$ cat config.mk
export PLATFORM = sky130hd
export DESIGN_NAME = alu_control
export DESIGN_NICKNAME = d
export VERILOG_FILES = /design/src/verilog/mips_pkg.sv /design/src/verilog/alu_control.sv
export SDC_FILE = /design/constraint.sdc
export NUM_CORES = 1
export LEC_CHECK = 0
export ABC_AREA = 1
export CAP_MARGIN = 40
export CORE_AREA = 3 3 40 42
export DETAILED_ROUTE_END_ITERATION = 8
export DIE_AREA = 0 0 43 45
export DONT_BUFFER_PORTS = 1
export SYNTH_ARGS = -nofsm -noshare
export SYNTH_HDL_FRONTEND = slang
export SYNTH_SLANG_ARGS = --single-unit
$ cat constraint.sdc
create_clock -name vclk -period 0.8
set_input_delay 0.04 -clock vclk [all_inputs]
set_output_delay 0.04 -clock vclk [all_outputs]
set_load 0.005 [all_outputs]
$ cat src/verilog/mips_pkg.sv
//////////////////////////////
// Encodings and control groups for the single-cycle MIPS32 subset
// Loads and stores are matched by opcode[5:3] only, not listed here
//////////////////////////////
package mips_pkg;

  // Data path width
  localparam int XLEN = 32;

  // Supported opcodes
  typedef enum logic [5:0] {
    OP_RTYPE = 6'b000000,
    OP_BEQ   = 6'b000100,
    OP_BNE   = 6'b000101,
    OP_ADDI  = 6'b001000,
    OP_ADDIU = 6'b001001,
    OP_ANDI  = 6'b001100,
    OP_ORI   = 6'b001101,
    OP_XORI  = 6'b001110
  } opcode_t;

  // R-type function field
  typedef enum logic [5:0] {
    FN_ADD  = 6'b100000,
    FN_ADDU = 6'b100001,
    FN_SUB  = 6'b100010,
    FN_SUBU = 6'b100011,
    FN_AND  = 6'b100100,
    FN_OR   = 6'b100101,
    FN_XOR  = 6'b100110,
    FN_SLT  = 6'b101010
  } funct_t;

  // Operation class from the main decoder
  typedef enum logic [1:0] {
    ALUOP_ADD   = 2'b00,
    ALUOP_SUB   = 2'b01,
    ALUOP_FUNCT = 2'b10,
    ALUOP_LOGI  = 2'b11
  } aluop_t;

  // Operation actually run by the ALU
  typedef enum logic [2:0] {
    ALU_ADD = 3'd0,
    ALU_SUB = 3'd1,
    ALU_AND = 3'd2,
    ALU_OR  = 3'd3,
    ALU_XOR = 3'd4,
    ALU_SLT = 3'd5
  } alu_sel_t;

  //////////////////////////////
  // Control groups
  //////////////////////////////

  // Write-back stage, 2 bits
  typedef struct packed {
    logic memtoreg;
    logic regwrite;
  } wb_ctrl_t;

  // Memory stage, 4 bits
  typedef struct packed {
    logic memread;
    logic memwrite;
    logic branch;
    // Flips the branch test for bne
    logic branch_ne;
  } mem_ctrl_t;

  // Execute stage, 5 bits
  typedef struct packed {
    logic   regdst;
    logic   alusrc;
    // Zero-extend immediate for andi, ori, xori
    logic   zero_ext;
    aluop_t aluop;
  } ex_ctrl_t;

  // Full decoder output, 11 bits
  typedef struct packed {
    wb_ctrl_t  wb;
    mem_ctrl_t mem;
    ex_ctrl_t  ex;
  } ctrl_t;

endpackage

$ cat src/verilog/alu_control.sv
//////////////////////////////
// ALU operation select
// Unknown funct codes fall back to add
//////////////////////////////
`timescale 1ns/1ps

module alu_control import mips_pkg::*; (
  input  aluop_t   i_aluop,
  input  funct_t   i_funct,
  // opcode[1:0], picks the logical immediate op
  input  logic [1:0] i_op_low,
  output alu_sel_t o_alu_sel
);

  always_comb begin
    o_alu_sel = ALU_ADD;
    case (i_aluop)
      ALUOP_ADD: o_alu_sel = ALU_ADD;
      ALUOP_SUB: o_alu_sel = ALU_SUB;
      // R-type, signed and unsigned forms run the same
      ALUOP_FUNCT: begin
        case (i_funct)
          FN_ADD, FN_ADDU: o_alu_sel = ALU_ADD;
          FN_SUB, FN_SUBU: o_alu_sel = ALU_SUB;
          FN_AND:          o_alu_sel = ALU_AND;
          FN_OR:           o_alu_sel = ALU_OR;
          FN_XOR:          o_alu_sel = ALU_XOR;
          FN_SLT:          o_alu_sel = ALU_SLT;
          default:         o_alu_sel = ALU_ADD;
        endcase
      end
      // andi 00, ori 01, xori 10
      ALUOP_LOGI: begin
        case (i_op_low)
          2'b01:   o_alu_sel = ALU_OR;
          2'b10:   o_alu_sel = ALU_XOR;
          default: o_alu_sel = ALU_AND;
        endcase
      end
      default: o_alu_sel = ALU_ADD;
    endcase
  end

endmodule

* Yosys cells after proc, flatten, opt, wreduce, memory -nomap -nowiden
Cells that the tools add are included.
** Word-level totals
- Register bits after elaboration :: 0
- Bits of input ports :: 10
- Output and inout port bits :: 3
- Word-level logic and storage cells :: 16
** Cells by class
- Equality and inequality tests :: 11
- Multiplexer cells :: 3
- Reductions and logical operators :: 2
** Operator list (count)
- $eq A6 B6 Y1 const B :: 6
- $pmux W3 S5 :: 1
- $pmux W3 S4 :: 1
- $eq A2 B2 Y1 const B :: 3
- $pmux W3 S2 :: 1
- $eq A2 B1 Y1 const B :: 2
- $logic_not A2 Y1 :: 1
- $reduce_or A2 Y1 :: 1

* Logic depth before layout (Yosys ltp)
- Word-level depth :: 4
- Mapped depth :: 5
- Gate-level depth less buffers :: 5

* Least setup slack after synthesis
No wires, ideal clock.
- Path type :: input to output
- From :: input port i_funct[0]
- To :: output port o_alu_sel[0]
- Arrival time :: 391 ps
- Data required time :: 760 ps
- Setup slack :: 369 ps
- Stages :: 5
- Path buffers :: 0
- Cells stage by stage :: nand2_1 nand2_1 nor2_1 nand2_1 a21oi_2
** On the way
- Longest elaborated chain between the ends :: 4
- Elaborated cells on any way between the ends :: 9
- Those cells by class :: eq/ne: 6; mux: 2; reduce/logical: 1
** Ends and longest elaborated chain
- from (decl) :: RTL line alu_control.sv:9 : input funct_t i_funct,
- $eq A6 B6 Y1 :: RTL line alu_control.sv:22 : case (i_funct)
- $reduce_or A2 Y1 :: RTL line alu_control.sv:22
- $pmux W3 S5 (*) :: RTL line alu_control.sv:22
- $pmux W3 S4 (*) :: RTL line alu_control.sv:17 : case (i_aluop)
- to (decl) :: RTL line alu_control.sv:12 : output alu_sel_t o_alu_sel
Every way passes the cells marked *; elsewhere a longest branch is shown, timed or not.

* Worst setup path in the final report
Same ends and word-level chain as after synthesis.

==> metrics.txt <==
CP max stage delay 0.13 ns; Syn Nets 39; Post-Synth Simple-Gate Area 58.3%; GRT Total Usage 3.73%; WL final 368 um; Sw Ratio 57.7%; Core Box Area 1280 sq um; drt initial violations 0; Worst Path Arrival 0.43 ns; post-CTS resize count 0; adder-cell share of the synthesized area 0%; crit path launch type input port; Fmax achieved 2140 MHz; most common cell after layout, fill and taps aside nand2_1; nets 41; I/O Buffers 0; GP Congestion 0.648; crit-path cells nand2_1 -> nand2_1 -> nor2_1 -> nand2_1 -> a21oi_2; I/O pins 13; largest net degree at the start of global routing 5; Die W 43 um; critical path's top delay family simple AND/OR/NAND/NOR gates; setup bufs post-CTS 0; hold crit path type input port to output pin; placed cell count 44; P_sw 0.0244 mW; Final Non-Filler Cells 44; XOR/XNOR Fraction of Synth Area 6.80%; gr busiest metal met2; mux share of post-synthesis cell area 0%; Max-cap violations 0; grt met1 use 2.38%; Setup crit end kind output pin; commonest cells after routing, fill and taps aside nand2_1, inv_1, nor2_1; worst-path fanout max 3; DR vias/cell 3.80; CP Depth 5; DR WL/cell 8.36 um; vias in the first global route 159; first-pass GRT wire length 579 um; Slowest-stage cell, CP a21oi_2; FP Rows 13; router iterations before antenna repair 1; hpwl dp 365 um; met3 usage 0.797%; fillers 158; design area 148 sq um; Clk network pwr share 0%; Final period util 58.5%; post-synthesis cell count 29; unrepaired setup endpoints after global routing no; crit path kind input port to output pin; via count 167; CTS Hold Buffers Added 0; unique cell type count in the Yosys netlist 9; Leak 0.0855 nW; slew at the pin closest to its max-slew limit 0.256 ns; Initial Util 10.0%; syn avg cell area 4.44 sq um; grt ovf 0; data required time at the worst endpoint 0.76 ns; compound-cell area share of the yosys netlist 14.6%; Synth warnings 0; Flop pwr share 0%; Die ar. 1940 sq um; post-synthesis cell area 129 sq um; P per Cell Area 286 nW/um^2; Int Pwr 0.0179 mW; CP Capture Point o_alu_sel[0]; met2 Use GR 9.88%; Final Critical Period 0.468 ns; Comb pwr share 100.0%; Seq/Total Area, Yosys 0%; Register Area 0 sq um; setup violators final 0; Final ANT Viol Nets 0; crit path buf inv count 0; status finished clean; Setup crit start i_funct[0]; peak supply drop 0.0000257 V; # diodes 0; largest family of logic cells by synthesized area simple AND/OR/NAND/NOR gates; DRC Markers 0; Core Util, Final 11.5%; Crit path top cell by count nand2_1; Placed Instance Area 148 sq um; initial antenna violation count 0; layout sequential cell count 0; final hold violation count 0; share of cells above drive strength 1 3.45%; Area growth, synth to finish 14.6%; final setup TNS 0 ns; Max transition margin 82.8%; clk_buf instances 0; DIE HEIGHT 45 um; Final Max Slew Viols 0
cells in the mapped netlist:
| cell type | number | area, sq um |
|---|---|---|
| xor2_1 | 1 | 8.76 |
| nand4_1 | 2 | 12.5 |
| o21ai_0 | 1 | 5.00 |
| nor2_1 | 6 | 22.5 |
| a21oi_1 | 1 | 5.00 |
| nand3_1 | 2 | 10.0 |
| inv_1 | 7 | 26.3 |
| nand2_1 | 8 | 30.0 |
| a21oi_2 | 1 | 8.76 |
power groups by stage:
stage	logic (mW)	clock network, mW	registers, mW
global placement	0.0430	0	0
floorplan	0.0374	0	0
finish	0.0422	0	0
CTS	0.0437	0	0
global route	0.0508	0	0
detailed placement	0.0436	0	0
final cells by class:
type                            count  area (sq um)  area share [%]
Inverter                            7          26.3            17.8
Multi-Input combinational cell     22           103            69.5
Tap cell                           15          18.8            12.7
how the worst min path moves through the flow:
stage | from | endpoint | cells past startpoint
5_1_grt | i_aluop[0] | o_alu_sel[0] | 2
4_1_cts | i_aluop[0] | o_alu_sel[0] | 2
3_3_place_gp | i_aluop[0] | o_alu_sel[0] | 2
6_report | i_aluop[0] | o_alu_sel[0] | 2
2_1_floorplan | i_aluop[0] | o_alu_sel[0] | 2
3_5_place_dp | i_aluop[0] | o_alu_sel[0] | 2
layer usage:
layer	vias up	share of wire, %
met5	-	0
met4	0	0
met3	0	9.2
met2	5	62
met1	73	29
li1	89	-
kinds of logic after synthesis:
| logic type | Yosys count |
|---|---|
| AND/OR/NAND/NOR | 18 |
| buffers and inverters | 7 |
| XOR/XNOR | 1 |
| AO/OA/AOI/OAI | 3 |
per-stage QoR:
step           power [mW]  setup WS [ns]  hold slack, ns
2_1_floorplan      0.0374          0.369           0.178
3_3_place_gp       0.0430          0.301           0.184
3_5_place_dp       0.0436          0.306           0.185
4_1_cts            0.0437          0.308           0.186
5_1_grt            0.0508          0.225           0.188
6_report           0.0422          0.332           0.184
Power figures use the tool's default switching activity.
