===== config.mk =====
export PLATFORM = sky130hd
export DESIGN_NAME = pc_unit
export DESIGN_NICKNAME = d
export VERILOG_FILES = /design/src/verilog/mips_pkg.sv /design/src/verilog/pc_unit.sv
export SDC_FILE = /design/constraint.sdc
export NUM_CORES = 1
export LEC_CHECK = 0
export BUFFER_PORTS_ARGS = -buffer_cell sky130_fd_sc_hd__buf_2
export CAP_MARGIN = 20
export CORE_ASPECT_RATIO = 0.8
export CORE_UTILIZATION = 57
export CTS_BUF_LIST = sky130_fd_sc_hd__clkbuf_4
export DETAILED_ROUTE_END_ITERATION = 10
export PLACE_DENSITY = 0.92
export SLEW_MARGIN = 30
export SYNTH_ARGS = -nofsm -noshare
export SYNTH_HDL_FRONTEND = slang
export SYNTH_SLANG_ARGS = --single-unit

===== constraint.sdc =====
create_clock -name i_clk -period 3.8 [get_ports i_clk]
set_input_delay 0.95 -clock i_clk [delete_from_list [all_inputs] [get_ports i_clk]]
set_output_delay 0.95 -clock i_clk [all_outputs]
set_load 0.005 [all_outputs]

===== src/verilog/mips_pkg.sv =====
//////////////////////////////
// Encodings and control groups for the single-cycle MIPS32 subset
// Loads and stores are matched by opcode[5:3] only, not listed here
//////////////////////////////
package mips_pkg;

  // Data path width
  localparam int XLEN = 32;

  // Supported opcodes
  typedef enum logic [5:0] {
    OP_RTYPE = 6'b000000,
    OP_BEQ   = 6'b000100,
    OP_BNE   = 6'b000101,
    OP_ADDI  = 6'b001000,
    OP_ADDIU = 6'b001001,
    OP_ANDI  = 6'b001100,
    OP_ORI   = 6'b001101,
    OP_XORI  = 6'b001110
  } opcode_t;

  // R-type function field
  typedef enum logic [5:0] {
    FN_ADD  = 6'b100000,
    FN_ADDU = 6'b100001,
    FN_SUB  = 6'b100010,
    FN_SUBU = 6'b100011,
    FN_AND  = 6'b100100,
    FN_OR   = 6'b100101,
    FN_XOR  = 6'b100110,
    FN_SLT  = 6'b101010
  } funct_t;

  // Operation class from the main decoder
  typedef enum logic [1:0] {
    ALUOP_ADD   = 2'b00,
    ALUOP_SUB   = 2'b01,
    ALUOP_FUNCT = 2'b10,
    ALUOP_LOGI  = 2'b11
  } aluop_t;

  // Operation actually run by the ALU
  typedef enum logic [2:0] {
    ALU_ADD = 3'd0,
    ALU_SUB = 3'd1,
    ALU_AND = 3'd2,
    ALU_OR  = 3'd3,
    ALU_XOR = 3'd4,
    ALU_SLT = 3'd5
  } alu_sel_t;

  //////////////////////////////
  // Control groups
  //////////////////////////////

  // Write-back stage, 2 bits
  typedef struct packed {
    logic memtoreg;
    logic regwrite;
  } wb_ctrl_t;

  // Memory stage, 4 bits
  typedef struct packed {
    logic memread;
    logic memwrite;
    logic branch;
    // Flips the branch test for bne
    logic branch_ne;
  } mem_ctrl_t;

  // Execute stage, 5 bits
  typedef struct packed {
    logic   regdst;
    logic   alusrc;
    // Zero-extend immediate for andi, ori, xori
    logic   zero_ext;
    aluop_t aluop;
  } ex_ctrl_t;

  // Full decoder output, 11 bits
  typedef struct packed {
    wb_ctrl_t  wb;
    mem_ctrl_t mem;
    ex_ctrl_t  ex;
  } ctrl_t;

endpackage


===== src/verilog/pc_unit.sv =====
//////////////////////////////
// Program counter, next pc picked from pc+4 or branch target
// No jumps, branch offset is a word count
//////////////////////////////
`timescale 1ns/1ps

module pc_unit import mips_pkg::*; (
  input  logic            i_clk,
  input  logic            i_rst,
  input  mem_ctrl_t       i_mem,
  input  logic            i_zero,
  // Sign-extended branch offset
  input  logic [XLEN-1:0] i_imm,
  output logic [XLEN-1:0] o_pc
);

  logic            taken;
  logic [XLEN-1:0] pc_seq;
  logic [XLEN-1:0] pc_br;

  // beq takes on zero, bne on not zero
  assign taken  = i_mem.branch & (i_zero ^ i_mem.branch_ne);
  assign pc_seq = o_pc + 32'd4;
  assign pc_br  = pc_seq + {i_imm[XLEN-3:0], 2'b00};

  always_ff @(posedge i_clk) begin
    if (i_rst) begin
      o_pc <= '0;
    end else begin
      o_pc <= taken ? pc_br : pc_seq;
    end
  end

endmodule


Word-level counts from Yosys, hierarchy flattened
Index checks and enable logic that the tools add are counted.
W data, S select, Z words.
{"block": "op_classes", "div_mod_pow": 0, "n_mul": 0, "n_shift": 0, "bitwise": 2, "mux": 1, "order_cmp": 0, "n_eq_ne": 0, "n_reduce_logical": 0, "add_sub_neg": 2}
{"cell": "$add A32 B3 Y32 const B", "count": 1}
{"cell": "$add A32 B32 Y32", "count": 1}
{"cell": "$mux W32", "count": 1}
{"cell": "$and A1 B1 Y1", "count": 1}
{"cell": "$xor A1 B1 Y1", "count": 1}
{"block": "word_totals", "elab_cells": 6, "memories": 0, "ramBits": 0, "latch_bits": 0, "register_bits": 32, "mem_bits_ro": 0, "in_bits": 39}

Logic depth before layout (Yosys ltp)
{"block": "logic_depth", "word_depth": 3, "ltp_mapped": 15, "depth_no_buf": 14}

Worst setup path after synthesis
OpenSTA, ideal clock, no wires.
{"block": "synth_path", "path_type": "reg-to-reg", "start": "register o_pc[2]", "end": "register o_pc[31]", "path_slack_ns": 0.296, "path_stages_with_launch": 16, "path_buffers": 1, "setup_time_ns": 0.121, "t_arrival_ns": 3.383, "required_ns": 3.679, "cell_sequence": "dfxtp_1 -> ha_1 -> inv_1 -> nor3_2 -> nand4_1 -> or3_1 -> xnor2_2 -> ha_1 -> clkbuf_1 -> nand3_1 -> nor2_1 -> nand4_1 -> a2111oi_0 -> o21ai_0 -> mux2i_1 -> mux2_2"}
{"block": "synth_between", "elab_chain_len": 3}
{"element": "start, declared", "line_no": "pc_unit.sv:14", "text": "output logic [XLEN-1:0] o_pc"}
{"element": "start signal, assigned", "line_no": "pc_unit.sv:30", "text": "o_pc <= taken ? pc_br : pc_seq;"}
{"element": "$add A32 B3 Y32 *", "line_no": "pc_unit.sv:23", "text": "assign pc_seq = o_pc + 32'd4;"}
{"element": "$add A32 B32 Y32", "line_no": "pc_unit.sv:24", "text": "assign pc_br = pc_seq + {i_imm[XLEN-3:0], 2'b00};"}
{"element": "$mux W32 *", "line_no": "pc_unit.sv:30"}
Every way passes the cells marked *; elsewhere a longest branch is shown, timed or not.
A chain may end at the register's enable or synchronous reset.

Worst setup path in the final report
{"block": "layout_path", "start": "register o_pc[9]", "end": "register o_pc[24]"}
Same word-level chain as after synthesis.

==> results.cfg <==
[power_and_ir_drop]
p_int_uw = 700
p_sw_uw = 514
ir_drop_mv = 0.167
pwr-share-clk = 0.166
p_leak_uw = 0.00178
comb_power_share = 0.520
switching_share = 0.423
power.density_mw_per_mm2 = 306
seqPwrFrac = 0.314

[detailed_routing]
viasPerCell = 6.07
antenna_left = 0
wirelength_um = 9340
dr_total_vias = 3601
first_pass_iters = 5
first_iter_violations = 318
drc_errors = 0
routedWlPerCell_um = 15.8

[floorplanning]
boundaryPins = 71
coreArea_mm2 = 0.00559
rows = 24
die_area_mm2 = 0.00623
start_util = 0.603
die_x_um = 88.0
fp.dieH_um = 70.8

[synth]
synthFlopType = dfxtp_1
synth_top_area_cell = dfxtp_1
netlist_area_mm2 = 0.00337
yosys_warnings = 0
ys_types = 67
async_flop_share = 0
synth-edff-count = 0
ys_seq_area_frac = 0.178
synth_top_area_frac = 0.178
synth_area_per_cell_um2 = 7.73
ys_seq_elements = 30
syn-instance-count = 436
synth_area_leaders = dfxtp_1 (18%), ha_1 (14%), xnor2_1 (7.0%), nor2_1 (5.7%), a211oi_1 (5.3%)

[critical_path]
cp_slowest_cell = dfxtp_1
cp-end-kind = register
path_class = reg -> reg
crit_chain = nand3_1 > nor3_4 > buf_4 > nand2_1 > nor2_1 > xor2_1 > ha_1 > a21o_1 > a2111o_1 > a221oi_4 > o21ai_1 > and3_1 > o21ai_0 > o311ai_1
cp_max_fo = 4
start_kind = register
cp_data_required_time_ns = 4.01
slowest_delay_ns = 0.40
crit_buf_inv = 1
cp_top_family = compound AO/OA/AOI/OAI gates
cp.arrival_ns = 3.88
rr_startpoint = o_pc[9]
r2r-end = o_pc[24]
r2r_slack_ns = 0.13
reg2regPathDepth = 14

[clock_tree]
h-tree-depth = 2
cts.path.max_buffers = 2
clock_latency_ns = 0.34
clock_sinks = 30
clk_pin_slew_ns = 0.10
root_buffer = clkbuf_4
cts_tree = done
cts_buffers = 5

[placed_design]
placed_cells = 585
dpl_worst_slack_ns = 0.139
hpwl_um = 7330
gp_congestion = 0.942
portBuffers = 64

[flow_run]
max_cap_viol_count = 0

[timing]
worst_pin_slew_ns = 0.709
finClkSkew_ns = 0.0100
relSlewSlack = 0.527
period_needed_ns = 3.67
slew_violations = 0
setup_slack_ns = 0.125
finalHoldViolCount = 0
setup_viol = 0
fmax_mhz = 272
fin_crit_sh = 0.967

[cells_and_area]
layout-drive-gt1-share = 0.231
final_common_cell = buf_2
syn2layout_area_growth_pct = 17.9
largestRegisters = o_pc: 30 flops
fin_cells = 593
n_antenna_cell = 0
nNetsFinal = 592
largest_register_ffs = 30
final_cell_mix = buf_2 (64), nor2_1 (51), nand2_1 (40)
regMostFlops = o_pc

[global_routing]
grt_start_max_net_pins = 38
grt_remaining_overflow = 0
grt_pass1_wl_um = 14900
grt_pass1_vias = 3313
grt_antenna_before_repair = 0
grtUsageTotal = 0.301

[hold_path]
hold_depth = 2
hp-class = reg -> reg
hold_path.startpoint = o_pc[2]
hold_end = o_pc[2]

[status]
status = finished, final reports clean
## logic make-up (layout without fill, tap and decap cells)
| group | Yosys count | in the layout | synth area share |
|---|---|---|---|
| compound gates | 119 | 119 | 0.252 |
| xor+xnor | 48 | 48 | 0.129 |
| fa+ha+maj | 38 | 38 | 0.143 |
| buf+inv | 32 | 110 | 0.0401 |
| flops | 30 | 30 | 0.178 |
| mux | 2 | 2 | 0.00631 |
| other cells | 1 | 2 | 0.00111 |
| simple gates | 166 | 166 | 0.249 |
## what timing repair did
item / in CTS / in global routing
hold buffers: 0 / 0
setup endpoints to repair: 0 / 7
buffers inserted: 0 / 1
resized for setup: 0 / 7
## metal layers
metal	up-vias	GRT usage	wire length (um)
met1	1592	0.408	4100
met5	-	0	0
met4	0	0.122	246
met2	217	0.471	4090
li1	1762	-	-
met3	30	0.0560	904
## tightest hold or removal path: cells and delay by family (launching register included)
kind | cells | cell delay, ns
buffers and inverters | 1 | 0.13
AOI/OAI and AO/OA | 1 | 0.05
DFF | 1 | 0.37
## power groups by stage
stage          combinational (uW)  clock [uW]  sequential, uW
5_1_grt                       690         214             387
2_1_floorplan                 416           0             396
4_1_cts                       608         204             381
3_5_place_dp                  603           0             388
6_report                      631         202             381
3_3_place_gp                  581           0             385
## layout make-up
type / instances / area, um2
sequential: 30 / 601
multi-input combinational: 375 / 2670
inverter: 15 / 56.3
clock buffer: 7 / 52.6
fill: 432 / 1610
timing repair buffer: 88 / 500
tap: 78 / 97.6
## through the flow
step	util	hold slack [ns]	power (uW)	cell area, um2	TNS, ns
CTS	0.705	0.594	1190	3940	0
global route	0.711	0.627	1290	3970	-0.0236
global placement	0.696	0.569	967	3890	0
detailed placement	0.696	0.580	992	3890	0
finish	0.711	0.591	1210	3970	0
floorplan	-	0.574	811	3370	0
## synthesized netlist by cell type (3+ instances only)
cell,n
and2_1,3
clkbuf_1,10
a211oi_1,24
or3_1,7
o21a_1,4
xnor2_1,27
dfxtp_1,30
nand2_1,40
a21oi_1,28
nand3_1,24
buf_2,3
ha_1,37
o221ai_1,3
nor2_1,51
inv_1,15
nand2b_1,3
o211ai_1,7
o21bai_1,3
o21ai_0,13
nand4_1,9
nor3_1,9
buf_4,3
xor2_1,19
a21o_1,9
## worst max-delay path by stage
stage	depth (start not counted)	end	slack [ns]	from
after floorplan	15	o_pc[31]	0.30	o_pc[2]
after global routing	14	o_pc[30]	-0.009	o_pc[9]
final	14	o_pc[24]	0.13	o_pc[9]
after global placement	16	o_pc[31]	0.13	o_pc[2]
after CTS	16	o_pc[31]	0.10	o_pc[2]
after detailed placement	13	o_pc[31]	0.14	o_pc[13]
(Power assumes the default switching activity.)
