===== config.mk =====
export PLATFORM = sky130hd
export DESIGN_NAME = data_mem
export DESIGN_NICKNAME = d
export VERILOG_FILES = /design/src/verilog/mips_pkg.sv /design/src/verilog/data_mem.sv
export SDC_FILE = /design/constraint.sdc
export NUM_CORES = 2
export LEC_CHECK = 0
export ABC_CLOCK_PERIOD_IN_PS = 2150
export BUFFER_PORTS_ARGS = -buffer_cell sky130_fd_sc_hd__buf_4
export CORE_UTILIZATION = 31
export CTS_CLUSTER_DIAMETER = 200
export DETAILED_ROUTE_END_ITERATION = 10
export GPL_TIMING_DRIVEN = 0
export MAX_ROUTING_LAYER = met4
export PLACE_DENSITY = 0.56
export SLEW_MARGIN = 20
export SYNTH_ARGS = -nofsm -noshare
export SYNTH_HDL_FRONTEND = slang
export SYNTH_SLANG_ARGS = --single-unit

===== constraint.sdc =====
create_clock -name i_clk -period 2.15 [get_ports i_clk]
set_input_delay 0.1075 -clock i_clk [delete_from_list [all_inputs] [get_ports i_clk]]
set_output_delay 0.1075 -clock i_clk [all_outputs]
set_load 0.02 [all_outputs]

===== src/verilog/mips_pkg.sv =====
//////////////////////////////
// Encodings and control groups for the single-cycle MIPS32 subset
// Loads and stores are matched by opcode[5:3] only, not listed here
//////////////////////////////
package mips_pkg;

  // Data path width
  localparam int XLEN = 32;

  // Supported opcodes
  typedef enum logic [5:0] {
    OP_RTYPE = 6'b000000,
    OP_BEQ   = 6'b000100,
    OP_BNE   = 6'b000101,
    OP_ADDI  = 6'b001000,
    OP_ADDIU = 6'b001001,
    OP_ANDI  = 6'b001100,
    OP_ORI   = 6'b001101,
    OP_XORI  = 6'b001110
  } opcode_t;

  // R-type function field
  typedef enum logic [5:0] {
    FN_ADD  = 6'b100000,
    FN_ADDU = 6'b100001,
    FN_SUB  = 6'b100010,
    FN_SUBU = 6'b100011,
    FN_AND  = 6'b100100,
    FN_OR   = 6'b100101,
    FN_XOR  = 6'b100110,
    FN_SLT  = 6'b101010
  } funct_t;

  // Operation class from the main decoder
  typedef enum logic [1:0] {
    ALUOP_ADD   = 2'b00,
    ALUOP_SUB   = 2'b01,
    ALUOP_FUNCT = 2'b10,
    ALUOP_LOGI  = 2'b11
  } aluop_t;

  // Operation actually run by the ALU
  typedef enum logic [2:0] {
    ALU_ADD = 3'd0,
    ALU_SUB = 3'd1,
    ALU_AND = 3'd2,
    ALU_OR  = 3'd3,
    ALU_XOR = 3'd4,
    ALU_SLT = 3'd5
  } alu_sel_t;

  //////////////////////////////
  // Control groups
  //////////////////////////////

  // Write-back stage, 2 bits
  typedef struct packed {
    logic memtoreg;
    logic regwrite;
  } wb_ctrl_t;

  // Memory stage, 4 bits
  typedef struct packed {
    logic memread;
    logic memwrite;
    logic branch;
    // Flips the branch test for bne
    logic branch_ne;
  } mem_ctrl_t;

  // Execute stage, 5 bits
  typedef struct packed {
    logic   regdst;
    logic   alusrc;
    // Zero-extend immediate for andi, ori, xori
    logic   zero_ext;
    aluop_t aluop;
  } ex_ctrl_t;

  // Full decoder output, 11 bits
  typedef struct packed {
    wb_ctrl_t  wb;
    mem_ctrl_t mem;
    ex_ctrl_t  ex;
  } ctrl_t;

endpackage


===== src/verilog/data_mem.sv =====
//////////////////////////////
// Word data memory, DEPTH must be a power of two, at least 2
// Low two address bits ignored, upper bits wrap modulo DEPTH
//////////////////////////////
`timescale 1ns/1ps

module data_mem import mips_pkg::*; #(
  parameter int DEPTH = 64
) (
  input  logic            i_clk,
  input  logic            i_rst,
  input  logic [XLEN-1:0] i_addr,
  input  logic [XLEN-1:0] i_wdata,
  input  mem_ctrl_t       i_mem,
  output logic [XLEN-1:0] o_rdata
);

  localparam int AW = $clog2(DEPTH);

  logic [XLEN-1:0] mem [DEPTH];
  // Word index, byte offset dropped
  logic [AW-1:0]   idx;

  assign idx = i_addr[AW+1:2];

  always_ff @(posedge i_clk) begin
    if (i_rst) begin
      for (int i = 0; i < DEPTH; i++) begin
        mem[i] <= '0;
      end
    end else if (i_mem.memwrite) begin
      mem[idx] <= i_wdata;
    end
  end

  // Read data only on a load, zero otherwise
  assign o_rdata = i_mem.memread ? mem[idx] : '0;

endmodule


# After elaboration in Yosys (flattened, before gate mapping)
# Memories as Yosys holds them, arrays and structs flattened.
# Index checks and enable logic that the tools add are counted.
# classes
addsub,0
muxes,9
shift,0
multipliers,0
n_bitwise,0
order_cmp,0
n_eq_ne,0
div,0
reduce_logical,1
# op_table
op,count
$mux W32,2
$reduce_or A32 Y1,1
$mux W1,6
$mux W6,1
# totals
romBits,0
n_memories,1
wordCells,11
ff_bits,0
output_inout_bits,32
mem_bits_rw,2048
latch_bits,0
inputBits,70
# memory_table
name,depth,width,read_ports,rd_ports_with_merged_regs,write_ports,line,rtl
mem,64,32,1,0,64,data_mem.sv:20,logic [XLEN-1:0] mem [DEPTH];

# Depth between registers and ports, before layout
# logic_depth
depth_word,5
mapped_depth,11
depth_no_buf,5

# Worst setup path after synthesis
# No wires, ideal clock.
# synth_path
path_kind,in2reg
from,in i_addr[2]
to,"mem mem[12][0], enable pin"
stages,8
n_path_buf,4
slack_ps,-54
t_arrival_ps,1829
cell_sequence,buf_4 > buf_6 > buf_4 > nor3b_1 > buf_2 > nand2_1 > nor2_1 > or2_2
# synth_rtl
item,line,rtl
from (decl),data_mem.sv:12,"input logic [XLEN-1:0] i_addr,"
to (decl),data_mem.sv:20,

# Worst setup path in the final report
# layout_path
from,in i_addr[4]
to,out o_rdata[25]
# layout_between
elab_chain_len,2
# layout_lines
item,line,rtl
$mem_v2 Z64 W32,-,
$mux W32,data_mem.sv:37,assign o_rdata = i_mem.memread ? mem[idx] : '0;
to (decl),data_mem.sv:15,output logic [XLEN-1:0] o_rdata
# No other way between the ends.

==> results by group <==
Hold path
  – Worst Hold Class: primary input to flip-flop

Global routing
  – Initial antenna violation count: approximately 100
  – First-pass GRT wire length: roughly 650 mm
  – GRT Residual Overflow: 0
  – Largest net degree at the start of global routing: 33
  – Aggregate global-route resource usage: 33.6%
  – Vias in the first global route: between 60,000 and 70,000

Cells and area
  – Max reg flops: just over 2,000
  – Biggest register: mem
  – Largest registers: mem x2048
  – Final Core Density: a little under two fifths
  – Design area: between 100,000 and 150,000 um2
  – Layout area overhead: 22.6%
  – Most frequent cells in the layout: and2_1 (2,051), edfxtp_1 (2,048), clkbuf_1 (354)
  – Final nets: 7,727
  – Most common cell after layout, fill and taps aside: and2_1
  – Share of cells above drive strength 1: between 20% and 30%

Place
  – DP Area: roughly 100,000 um2
  – Placement Setup Slack: -3.56 ns
  – PortBufs: 40
  – Detail Placement HPWL: between 300 and 400 mm
  – Routability congestion estimate: 1.09

Status
  – Status: finished with violations
  – Violated checks: negative setup slack

Floorplanning
  – Starting Density: approximately 31%
  – IO Count: 102
  – Die width: 554 um
  – Die Height: roughly 550 um
  – Floorplan Core Area: around 300,000 um2
  – Die area: about 310,000 um2
  – Rows: between 200 and 250

Synth
  – Adder-Cell Fraction of Synth Area: 0%
  – Simple-gate share of the synthesized area: 18.8%
  – Syn Area/Cell: ~13 um2
  – Combinational family with the most area after synthesis: simple AND/OR/NAND/NOR gates
  – Proportion of synthesized area in mux cells: under 10%
  – Post-synth ARST share: 0%
  – Primary FF master, synth: edfxtp_1
  – Distinct cells, synth: 61
  – Post-synth EDFFs: around 2,000
  – Syn nets: 7,217
  – Synth Register Bits: around 2,000
  – Synth Area in XOR/XNOR: 0%
  – Synth Area in Compound Gates: 8.85%
  – Post-synthesis sequential area ratio: 65.0%
  – Synthesized cell area: approximately 95,000 um2
  – Post-Synthesis Cells: 7,147
  – Synth warnings: 0

Power and ir drop
  – Seq pwr share: 48.3%
  – Clock Power Share: between 40% and 50%
  – Logic pwr share: a little under an eighth
  – Sw Pwr: between 0.02 and 0.03 W
  – Pwr Density: approximately 830 nW/um2
  – Int Pwr: about 0.070 W
  – Sw frac: 27.0%
  – Maximum VDD drop: about 0.00068 V
  – Lkg Pwr: 39.2 nW

Critical path
  – CP Launch Type: primary input
  – Setup crit end kind: primary output
  – CP Data Arrival Time: roughly 3.8 ns
  – Required time of the critical path: 2.04 ns
  – Critical path class: primary input to primary output
  – CP Max Fanout: 10

Timing
  – Hold slack: between 0.1 and 0.15 ns
  – Crit path setup slack, layout: -1.72 ns
  – Setup violators final: approximately 1,300
  – Final slew viol count: 0
  – Fmax: 258 MHz
  – Final Cycle Share: 180%
  – Slew headroom: between 10 and 15%
  – Fin. Hold Viols: 0
  – RSZ-0062 raised after global routing: true
  – Worst-Margin Slew: about 1.3 ns
  – TNS Setup: -102.95 ns
  – Minimum clock period: just under 4 ns

Routing
  – Antenna Nets Post-Route: 0
  – # DRC: 0
  – Drt wl/cell: about 43 um
  – DRT iter0 DRCs: around 12,000
  – Final wirelength: approximately 500 mm
  – Via/cell ratio: approximately 5.9
  – Total number of vias: just over 70,000
  – Drt pass-1 iters: 5

CTS
  – Depth of the CTS H-tree: 4
  – Clk buf depth: 4
  – TritonCTS clock tree: done
  – Clock root buffer: clkbuf_16
  – Num CTS Buffers: ~230
  – Clock transition at path regs: around 0.06 ns
  – Sink Count: between 2,000 and 2,500

Run
  – Max_cap viols: 0
-- timing repair --
item	CTS	global route
cloned	55	7
setup buffers	41	36
resized for setup	1260	338
endpoints found under the hold margin	137	0
setup endpoints to repair	4126	1473
hold buffers	32	0
pin swaps	126	79
-- path summary, 6_finish.rpt --
check	end	slack [ns]	from	cells after the start
worst max-delay path	o_rdata[25]	-1.72	i_addr[4]	10
worst min-delay path	mem[6][11]$_SDFFCE_PN0P_	0.10	i_wdata[11]	3
-- layout make-up --
class | count | area [um2]
diodes | 63 | 158
plain buffers | 787 | 5400
clock buffers | 285 | 5960
clock inverters | 122 | 1070
fillers | 28605 | 187000
inverters | 6 | 33.8
multi-input cells | 4361 | 34100
flip-flops and latches | 2048 | 61500
well taps | 3978 | 4980
repair buffers | 224 | 2750
-- worst max-delay path: stages --
cell       delay (ns)
buf_4            0.18
buf_8            0.19
nor2b_1          0.17
clkbuf_2         0.47
a22o_1           0.44
a2111oi_4        0.67
buf_6            0.24
nand4b_1         0.45
o41a_4           0.62
buf_6            0.17
-- metrics by stage --
stage               power (W)  instances
finish                 0.0965      11874
global route           0.0975      11846
CTS                    0.0954      11768
detailed placement     0.0563      11241
global placement       0.0559      11165
floorplan              0.0508       7147
-- kinds of logic (layout without fill, tap and decap cells) --
group,Yosys count,after routing
flops,2048,2048
mux,268,268
buf+inv,799,1424
simple gates,2855,2916
compound gates,1177,1177
other cells,0,63
-- cells in the mapped netlist (all sizes together) (3+ instances only) --
cell type / n / area share, %
a41oi: 18 / 0.17
a221o: 28 / 0.30
a31oi: 19 / 0.13
mux2i: 83 / 0.88
nand3b: 163 / 1.3
o31a: 13 / 0.12
or3b: 121 / 1.1
and2: 2052 / 14
buf: 240 / 1.3
mux4: 64 / 1.5
a221oi: 174 / 1.6
nor2b: 8 / 0.053
or3: 3 / 0.020
nand2b: 5 / 0.033
nor4: 31 / 0.21
nand4b: 14 / 0.13
o41a: 28 / 0.33
nor3: 29 / 0.16
inv: 5 / 0.020
nand3: 138 / 0.73
a2111oi: 27 / 0.25
o41ai: 7 / 0.065
mux2: 121 / 1.4
nor3b: 4 / 0.042
a22o: 67 / 0.62
a222oi: 4 / 0.042
and3: 4 / 0.026
a22oi: 268 / 2.1
or2: 65 / 0.43
a21oi: 301 / 1.6
o22ai: 90 / 0.60
o21ai: 75 / 0.40
and3b: 8 / 0.074
o2bb2ai: 4 / 0.037
edfxtp: 2048 / 65
o221ai: 17 / 0.16
nand2: 103 / 0.41
clkbuf: 553 / 2.2
nor2: 101 / 0.40
a21o: 26 / 0.21
-- power groups by stage --
stage / sequential, W / combinational (W) / clock, W
CTS: 0.0466 / 0.0103 / 0.0385
global route: 0.0467 / 0.0109 / 0.0399
detailed placement: 0.0474 / 0.00892 / 0
floorplan: 0.0471 / 0.00375 / 0
finish: 0.0466 / 0.0111 / 0.0388
global placement: 0.0473 / 0.00861 / 0
-- metal layers --
layer | GRT usage [%] | wire length (um)
met4 | 23.6 | 46200
met2 | 47.2 | 214000
met1 | 41.3 | 192000
met3 | 9.80 | 62500
met5 | - | 0
Note: power is estimated with default switching activity, not from simulation.
