[src/verilog/mips_pkg.sv]
//////////////////////////////
// Encodings and control groups for the single-cycle MIPS32 subset
// Loads and stores are matched by opcode[5:3] only, not listed here
//////////////////////////////
package mips_pkg;

  // Data path width
  localparam int XLEN = 32;

  // Supported opcodes
  typedef enum logic [5:0] {
    OP_RTYPE = 6'b000000,
    OP_BEQ   = 6'b000100,
    OP_BNE   = 6'b000101,
    OP_ADDI  = 6'b001000,
    OP_ADDIU = 6'b001001,
    OP_ANDI  = 6'b001100,
    OP_ORI   = 6'b001101,
    OP_XORI  = 6'b001110
  } opcode_t;

  // R-type function field
  typedef enum logic [5:0] {
    FN_ADD  = 6'b100000,
    FN_ADDU = 6'b100001,
    FN_SUB  = 6'b100010,
    FN_SUBU = 6'b100011,
    FN_AND  = 6'b100100,
    FN_OR   = 6'b100101,
    FN_XOR  = 6'b100110,
    FN_SLT  = 6'b101010
  } funct_t;

  // Operation class from the main decoder
  typedef enum logic [1:0] {
    ALUOP_ADD   = 2'b00,
    ALUOP_SUB   = 2'b01,
    ALUOP_FUNCT = 2'b10,
    ALUOP_LOGI  = 2'b11
  } aluop_t;

  // Operation actually run by the ALU
  typedef enum logic [2:0] {
    ALU_ADD = 3'd0,
    ALU_SUB = 3'd1,
    ALU_AND = 3'd2,
    ALU_OR  = 3'd3,
    ALU_XOR = 3'd4,
    ALU_SLT = 3'd5
  } alu_sel_t;

  //////////////////////////////
  // Control groups
  //////////////////////////////

  // Write-back stage, 2 bits
  typedef struct packed {
    logic memtoreg;
    logic regwrite;
  } wb_ctrl_t;

  // Memory stage, 4 bits
  typedef struct packed {
    logic memread;
    logic memwrite;
    logic branch;
    // Flips the branch test for bne
    logic branch_ne;
  } mem_ctrl_t;

  // Execute stage, 5 bits
  typedef struct packed {
    logic   regdst;
    logic   alusrc;
    // Zero-extend immediate for andi, ori, xori
    logic   zero_ext;
    aluop_t aluop;
  } ex_ctrl_t;

  // Full decoder output, 11 bits
  typedef struct packed {
    wb_ctrl_t  wb;
    mem_ctrl_t mem;
    ex_ctrl_t  ex;
  } ctrl_t;

endpackage

[src/verilog/reg_file.sv]
//////////////////////////////
// 32 x XLEN registers, 2 read ports, 1 write port
// Reads are combinational, writes land at the clock edge
//////////////////////////////
`timescale 1ns/1ps

module reg_file import mips_pkg::*; (
  input  logic            i_clk,
  input  logic            i_rst,
  input  logic [4:0]      i_ra1,
  input  logic [4:0]      i_ra2,
  output logic [XLEN-1:0] o_rd1,
  output logic [XLEN-1:0] o_rd2,
  input  logic            i_we,
  input  logic [4:0]      i_wa,
  input  logic [XLEN-1:0] i_wd
);

  logic [XLEN-1:0] regs [32];

  always_ff @(posedge i_clk) begin
    if (i_rst) begin
      for (int i = 0; i < 32; i++) begin
        regs[i] <= '0;
      end
    end else if (i_we && (i_wa != 5'd0)) begin
      // $zero never takes a write
      regs[i_wa] <= i_wd;
    end
  end

  // Register 0 forced to zero on read
  assign o_rd1 = (i_ra1 == 5'd0) ? '0 : regs[i_ra1];
  assign o_rd2 = (i_ra2 == 5'd0) ? '0 : regs[i_ra2];

endmodule

[config.mk]
export PLATFORM = sky130hd
export DESIGN_NAME = reg_file
export DESIGN_NICKNAME = d
export VERILOG_FILES = /design/src/verilog/mips_pkg.sv /design/src/verilog/reg_file.sv
export SDC_FILE = /design/constraint.sdc
export NUM_CORES = 2
export LEC_CHECK = 0
export BUFFER_PORTS_ARGS = -buffer_cell sky130_fd_sc_hd__buf_2
export CORE_ASPECT_RATIO = 1.2
export CORE_MARGIN = 4
export CORE_UTILIZATION = 40
export DETAILED_ROUTE_END_ITERATION = 6
export PLACE_DENSITY = 0.53
export SLEW_MARGIN = 25
export SYNTH_ARGS = -nofsm -noshare
export SYNTH_HDL_FRONTEND = slang
export SYNTH_SLANG_ARGS = --single-unit
[constraint.sdc]
create_clock -name i_clk -period 4.6 [get_ports i_clk]
set_input_delay 0.92 -clock i_clk [delete_from_list [all_inputs] [get_ports i_clk]]
set_output_delay 0.92 -clock i_clk [all_outputs]
set_load 0.01 [all_outputs]
== Word-level counts from Yosys, hierarchy flattened ==
Memory sizes are Yosys's and may differ from the RTL's.
Index checks and enable logic that the tools add are counted.

* Bits in registers: 0
* RAM bits: 1024
* Input bits: 50
* Logic and storage cells: 16
* Memories kept: 1

* Multiplexer cells: 10
* Reduce and logical (&&, ||, !) cells: 5

{| class="wikitable"
|+ Memories
! memory !! depth !! bits a word !! read ports !! clocked after memory_dff !! write ports !! RTL line !! source
|-
| regs || 32 || 32 || 2 || 0 || 32 || reg_file.sv:19 || <nowiki>logic [XLEN-1:0] regs [32];</nowiki>
|}

{| class="wikitable"
|+ Operators with widths
! operator !! count
|-
| 32-bit 2-to-1 mux || 3
|-
| 32-bit OR reduction || 1
|-
| 5-bit zero test || 2
|-
| 1-bit 2-to-1 mux || 6
|-
| 5-bit 2-to-1 mux || 1
|-
| 5-bit nonzero test || 1
|-
| 1-bit logical AND || 1
|}

== Logic depth before layout (Yosys ltp) ==
* Word-level depth: 7
* Depth in mapped cells: 9
* Mapped depth without buffers: 4

== Least setup slack after synthesis ==
No wires, ideal clock.

* Kind: input to output
* Start: input port i_ra2[2]
* End: output port o_rd2[15]
* Arrival time: 2.580 ns
* Slack: 1.100 ns
* Stages on the path: 7
* Path buffers: 3
* Path through: buf_2 > buf_2 > buf_1 > mux4_2 > a22o_1 > a2111oi_1 > nor3_1

* Cells in the longest elaborated chain, start to end: 2
* Elaborated cells on any way between the ends: 3
* Classes of those cells: mux: 1; reduce/logical: 1; memory: 1

{| class="wikitable"
|+ Ends and longest elaborated chain
! element !! RTL line !! source
|-
| start, declared || reg_file.sv:11 || <nowiki>input logic [4:0] i_ra2,</nowiki>
|-
| memory 32 x 32 bit or 5-bit zero test (tied branches) || -- ||
|-
| 32-bit 2-to-1 mux (*) || reg_file.sv:34 || <nowiki>assign o_rd2 = (i_ra2 == 5'd0) ? '0 : regs[i_ra2];</nowiki>
|-
| end, declared || reg_file.sv:13 || <nowiki>output logic [XLEN-1:0] o_rd2,</nowiki>
|}

Every way passes the cells marked *; elsewhere a longest branch is shown, timed or not.

== Worst setup path after layout ==
* Start: input port i_ra2[0]
* End: output port o_rd2[11]

The elaborated chain is that of the path after synthesis.

==> run summary <==
The ratio of routed vias to standard cells was 6.17; the total wire length was 191000 um. The average detailed-routed wire length per instance came out at 34.8 um. The run gives 3502 as the synthesized netlist cell count.

Setup repair after global routing left no endpoint under its margin. Compared with the post-synthesis result, the final layout area differs by 13.4%. Once detailed placement completed, the half-perimeter wirelength came to 119000 um. In this run, distinct cell masters in the synthesized netlist total 42. The setup-violating endpoint count in the final report was 0. The global-route wire length before repair is 267000 um. The number of buffer cells added on primary ports works out to 113. The share of the clock period used by the worst path after layout works out to 97.9%. The async set or reset register ratio after synthesis is 0%. For the number of fill cells in the layout, the log shows 11714. In this run, synthesis inferred 1024 flip-flops with an integrated enable. The smallest clock period supported by the final layout is computed as 4500 ps.

For the final routed database, the setup TNS stands at 0 ps. The tools report the core area as 134000 sq um. The tools report the source of the worst hold timing path as i_wd[6].

The tools report the reported max-cap violation count as 0. The tools report the area of all placed cells without fillers as 61500 sq um. The worst setup path is launched from a primary input.

regs holds more flip-flops than any other register. The master cell of the clock root buffer is sky130_fd_sc_hd__clkbuf_16. The post-synthesis instance area was 54300 sq um; the clock-pin slew on the worst setup and hold paths was 60 ps. Static timing analysis puts the maximum clock frequency at 0.222 GHz. The slew at the pin closest to its max-slew limit is 1140 ps. Dividing total power by cell area gives a power density of 371 nW/um^2. The count of nets left with antenna violations once routing finished came out at 0. 114 I/O pins were placed. The initial utilization of the core area, before any placement, comes to 40.4%. Summing over every cut layer, the via total after detailed routing is 33798.

In the routed design, unresolved DRC markers number 0. The share of synthesized area in the top cell type comes to 56.7%. Entering global routing, the biggest net connects 64 pins. The most critical setup path has its startpoint at i_ra2[0]. The leakage power of the design was 21.2 nW. Number of flip-flops in the largest register: 1024. Worst hold path stage count: 2. The logs give 98.2 ps for the worst-case setup margin in the final layout and 0.000319 V for the worst vdd rail ir drop. Of the synthesized area, sequential elements account for 56.7%.

The floorplan step set the die width to 344 um. The flow ran to the end, and the final reports show no timing, DRC or antenna violations. The run gives 21 as the initial antenna violation count.

The floorplan has 147 rows. Timing analysis after detailed placement gives a worst setup slack of 151 ps. The synthesized design contains 1024 register bits.

Summing all multi-input logic gate instances after layout gives 22000 sq um. The logs give 3680 ps for the required arrival time at the worst endpoint and 22.8 mW for the total power consumption of the routed design. Fraction of layout instances using a drive strength above 1: 28.9%. The die covers 142000 sq um.

In this run the cell area measured after placement is 58000 sq um. Number of global-route vias before repair: 35195. The largest registers in the layout are regs x1024. After clock tree synthesis, the setup repair step added 0 buffers. Global routing finished with a remaining overflow of 0. Post-CTS repair changed the size of 0 cells.

The worst hold path belongs to the class primary input to flop. At the end of routability-driven placement, the weighted congestion stood at 0.864. Each instance of the synthesized netlist takes up on average 15.5 sq um. For the total global routing track utilization, the log shows 26.8%. In the synthesized netlist, the cells that appear most often are 1024 x sky130_fd_sc_hd__edfxtp_1, 995 x sky130_fd_sc_hd__and2_1, 472 x sky130_fd_sc_hd__mux4_2.

The level count of the clock H-tree came out at 3. The most used flip-flop cell after synthesis is sky130_fd_sc_hd__edfxtp_1. The synthesized design spends more area on one cell type than any other, namely sky130_fd_sc_hd__edfxtp_1. TritonCTS built the clock tree.

The number of max-slew violations in the final report is 0, and the number of hold-slack violations in the final timing report is 0. sky130_fd_sc_hd__edfxtp_1 is the most common cell in the netlist. Counting the buffers created by CTS gives 107.

Summing all flip-flop and latch instances after layout gives 30700 sq um. The first detailed-routing pass ran for 6 iterations. Sorting the synthesized cells by area gives the leading types as sky130_fd_sc_hd__edfxtp_1 57%, sky130_fd_sc_hd__mux4_2 20%, sky130_fd_sc_hd__and2_1 11%, sky130_fd_sc_hd__mux2i_1 2.8%, sky130_fd_sc_hd__clkbuf_1 1.9%. The starting DRC count in detailed routing was 3922.

STA classifies the critical path endpoint as an output port. The buffer depth of the longest clock path came out at 3. The Yosys step of the flow raised 0 warnings.

Of all nets on the critical path, the largest fanout is 41. The kind of critical path is primary input to output port. Buffers inserted to repair hold after CTS numbered 0.

The headroom to the max-slew limit is 23.0%, and the chip height is 411 um. After the last flow step, the layout net total stands at 3647. The signal arrival time at the worst endpoint was 3580 ps. The TritonCTS sink count came out at 1024.
-- cell type report --
class	instances	area share [%]
antenna	6	0.0244
clock buffer	141	4.56
clock inverter	58	1.15
inverter	2	0.0122
multi-input combinational	2120	35.8
sequential	1024	50.0
tap	1788	3.64
timing repair buffer	342	4.81
-- power breakdown --
part	internal [mW]	switching (mW)
Combinational	1.22	1.62
Sequential	10.8	0.283
Clock	5.09	3.81
Total	17.1	5.71
-- final timing paths --
path                          end  slack (ps)
worst min-delay path  regs[31][6]         790
worst max-delay path    o_rd2[11]         100
-- worst max-delay path, stage by stage --
cell	delay, ps
sky130_fd_sc_hd__buf_8	200
sky130_fd_sc_hd__buf_12	360
sky130_fd_sc_hd__mux4_2	550
sky130_fd_sc_hd__a22o_1	240
sky130_fd_sc_hd__a2111oi_1	660
sky130_fd_sc_hd__buf_4	230
sky130_fd_sc_hd__nor3_1	100
sky130_fd_sc_hd__buf_4	170
sky130_fd_sc_hd__buf_2	130
-- cells by family (layout without fill, tap and decap cells) --
| family | Yosys count | after routing | synth area share [%] |
|---|---|---|---|
| muxes | 652 | 652 | 23.0 |
| and+or+nand+nor | 1177 | 1177 | 13.3 |
| AOI/OAI and AO/OA | 259 | 259 | 3.65 |
| other | 1 | 38 | 0.00691 |
| DFF | 1024 | 1024 | 56.7 |
| buffers and inverters | 389 | 543 | 3.35 |
-- per-stage QoR --
| step | cells | util, % | hold WS (ps) |
|---|---|---|---|
| after floorplan | 3533 | - | 1120 |
| after global placement | 5276 | 43.2 | 1540 |
| after detailed placement | 5276 | 43.2 | 1550 |
| after CTS | 5475 | 45.8 | 753 |
| after global routing | 5479 | 45.8 | 817 |
| final | 5481 | 45.8 | 791 |
-- routing by layer --
layer / track usage [%] / wire length (um)
met5: 0 / 100
met4: 10.4 / 7600
met3: 5.11 / 16000
met2: 44.8 / 93900
met1: 34.8 / 73100
-- placed cells by master (no fill, tap or decap), types with 5 or more instances in the layout --
| cell type | instances |
|---|---|
| sky130_fd_sc_hd__edfxtp_1 | 1024 |
| sky130_fd_sc_hd__and2_1 | 994 |
| sky130_fd_sc_hd__mux4_2 | 472 |
| sky130_fd_sc_hd__buf_4 | 180 |
| sky130_fd_sc_hd__mux2i_1 | 150 |
| sky130_fd_sc_hd__clkbuf_16 | 107 |
| sky130_fd_sc_hd__buf_2 | 107 |
| sky130_fd_sc_hd__o22ai_1 | 103 |
| sky130_fd_sc_hd__nor3_1 | 54 |
| sky130_fd_sc_hd__a22o_1 | 51 |
| sky130_fd_sc_hd__buf_12 | 50 |
| sky130_fd_sc_hd__a2111oi_1 | 42 |
| sky130_fd_sc_hd__clkbuf_1 | 34 |
| sky130_fd_sc_hd__or2_2 | 33 |
| sky130_fd_sc_hd__conb_1 | 32 |
| sky130_fd_sc_hd__mux2_2 | 30 |
| sky130_fd_sc_hd__nor2_4 | 22 |
| sky130_fd_sc_hd__clkinv_1 | 21 |
| sky130_fd_sc_hd__a22oi_1 | 16 |
| sky130_fd_sc_hd__bufinv_16 | 14 |
| sky130_fd_sc_hd__a2111oi_0 | 13 |
| sky130_fd_sc_hd__clkinv_2 | 13 |
| sky130_fd_sc_hd__a21oi_1 | 12 |
| sky130_fd_sc_hd__nor2b_1 | 12 |
| sky130_fd_sc_hd__nor2_2 | 10 |
| sky130_fd_sc_hd__nand2_1 | 7 |
| sky130_fd_sc_hd__a211oi_1 | 7 |
| sky130_fd_sc_hd__diode_2 | 6 |
| sky130_fd_sc_hd__nand3b_1 | 5 |
| sky130_fd_sc_hd__nand3_1 | 5 |
| sky130_fd_sc_hd__nor4_1 | 5 |
| sky130_fd_sc_hd__nand2b_1 | 5 |
(Power assumes the default switching activity.)
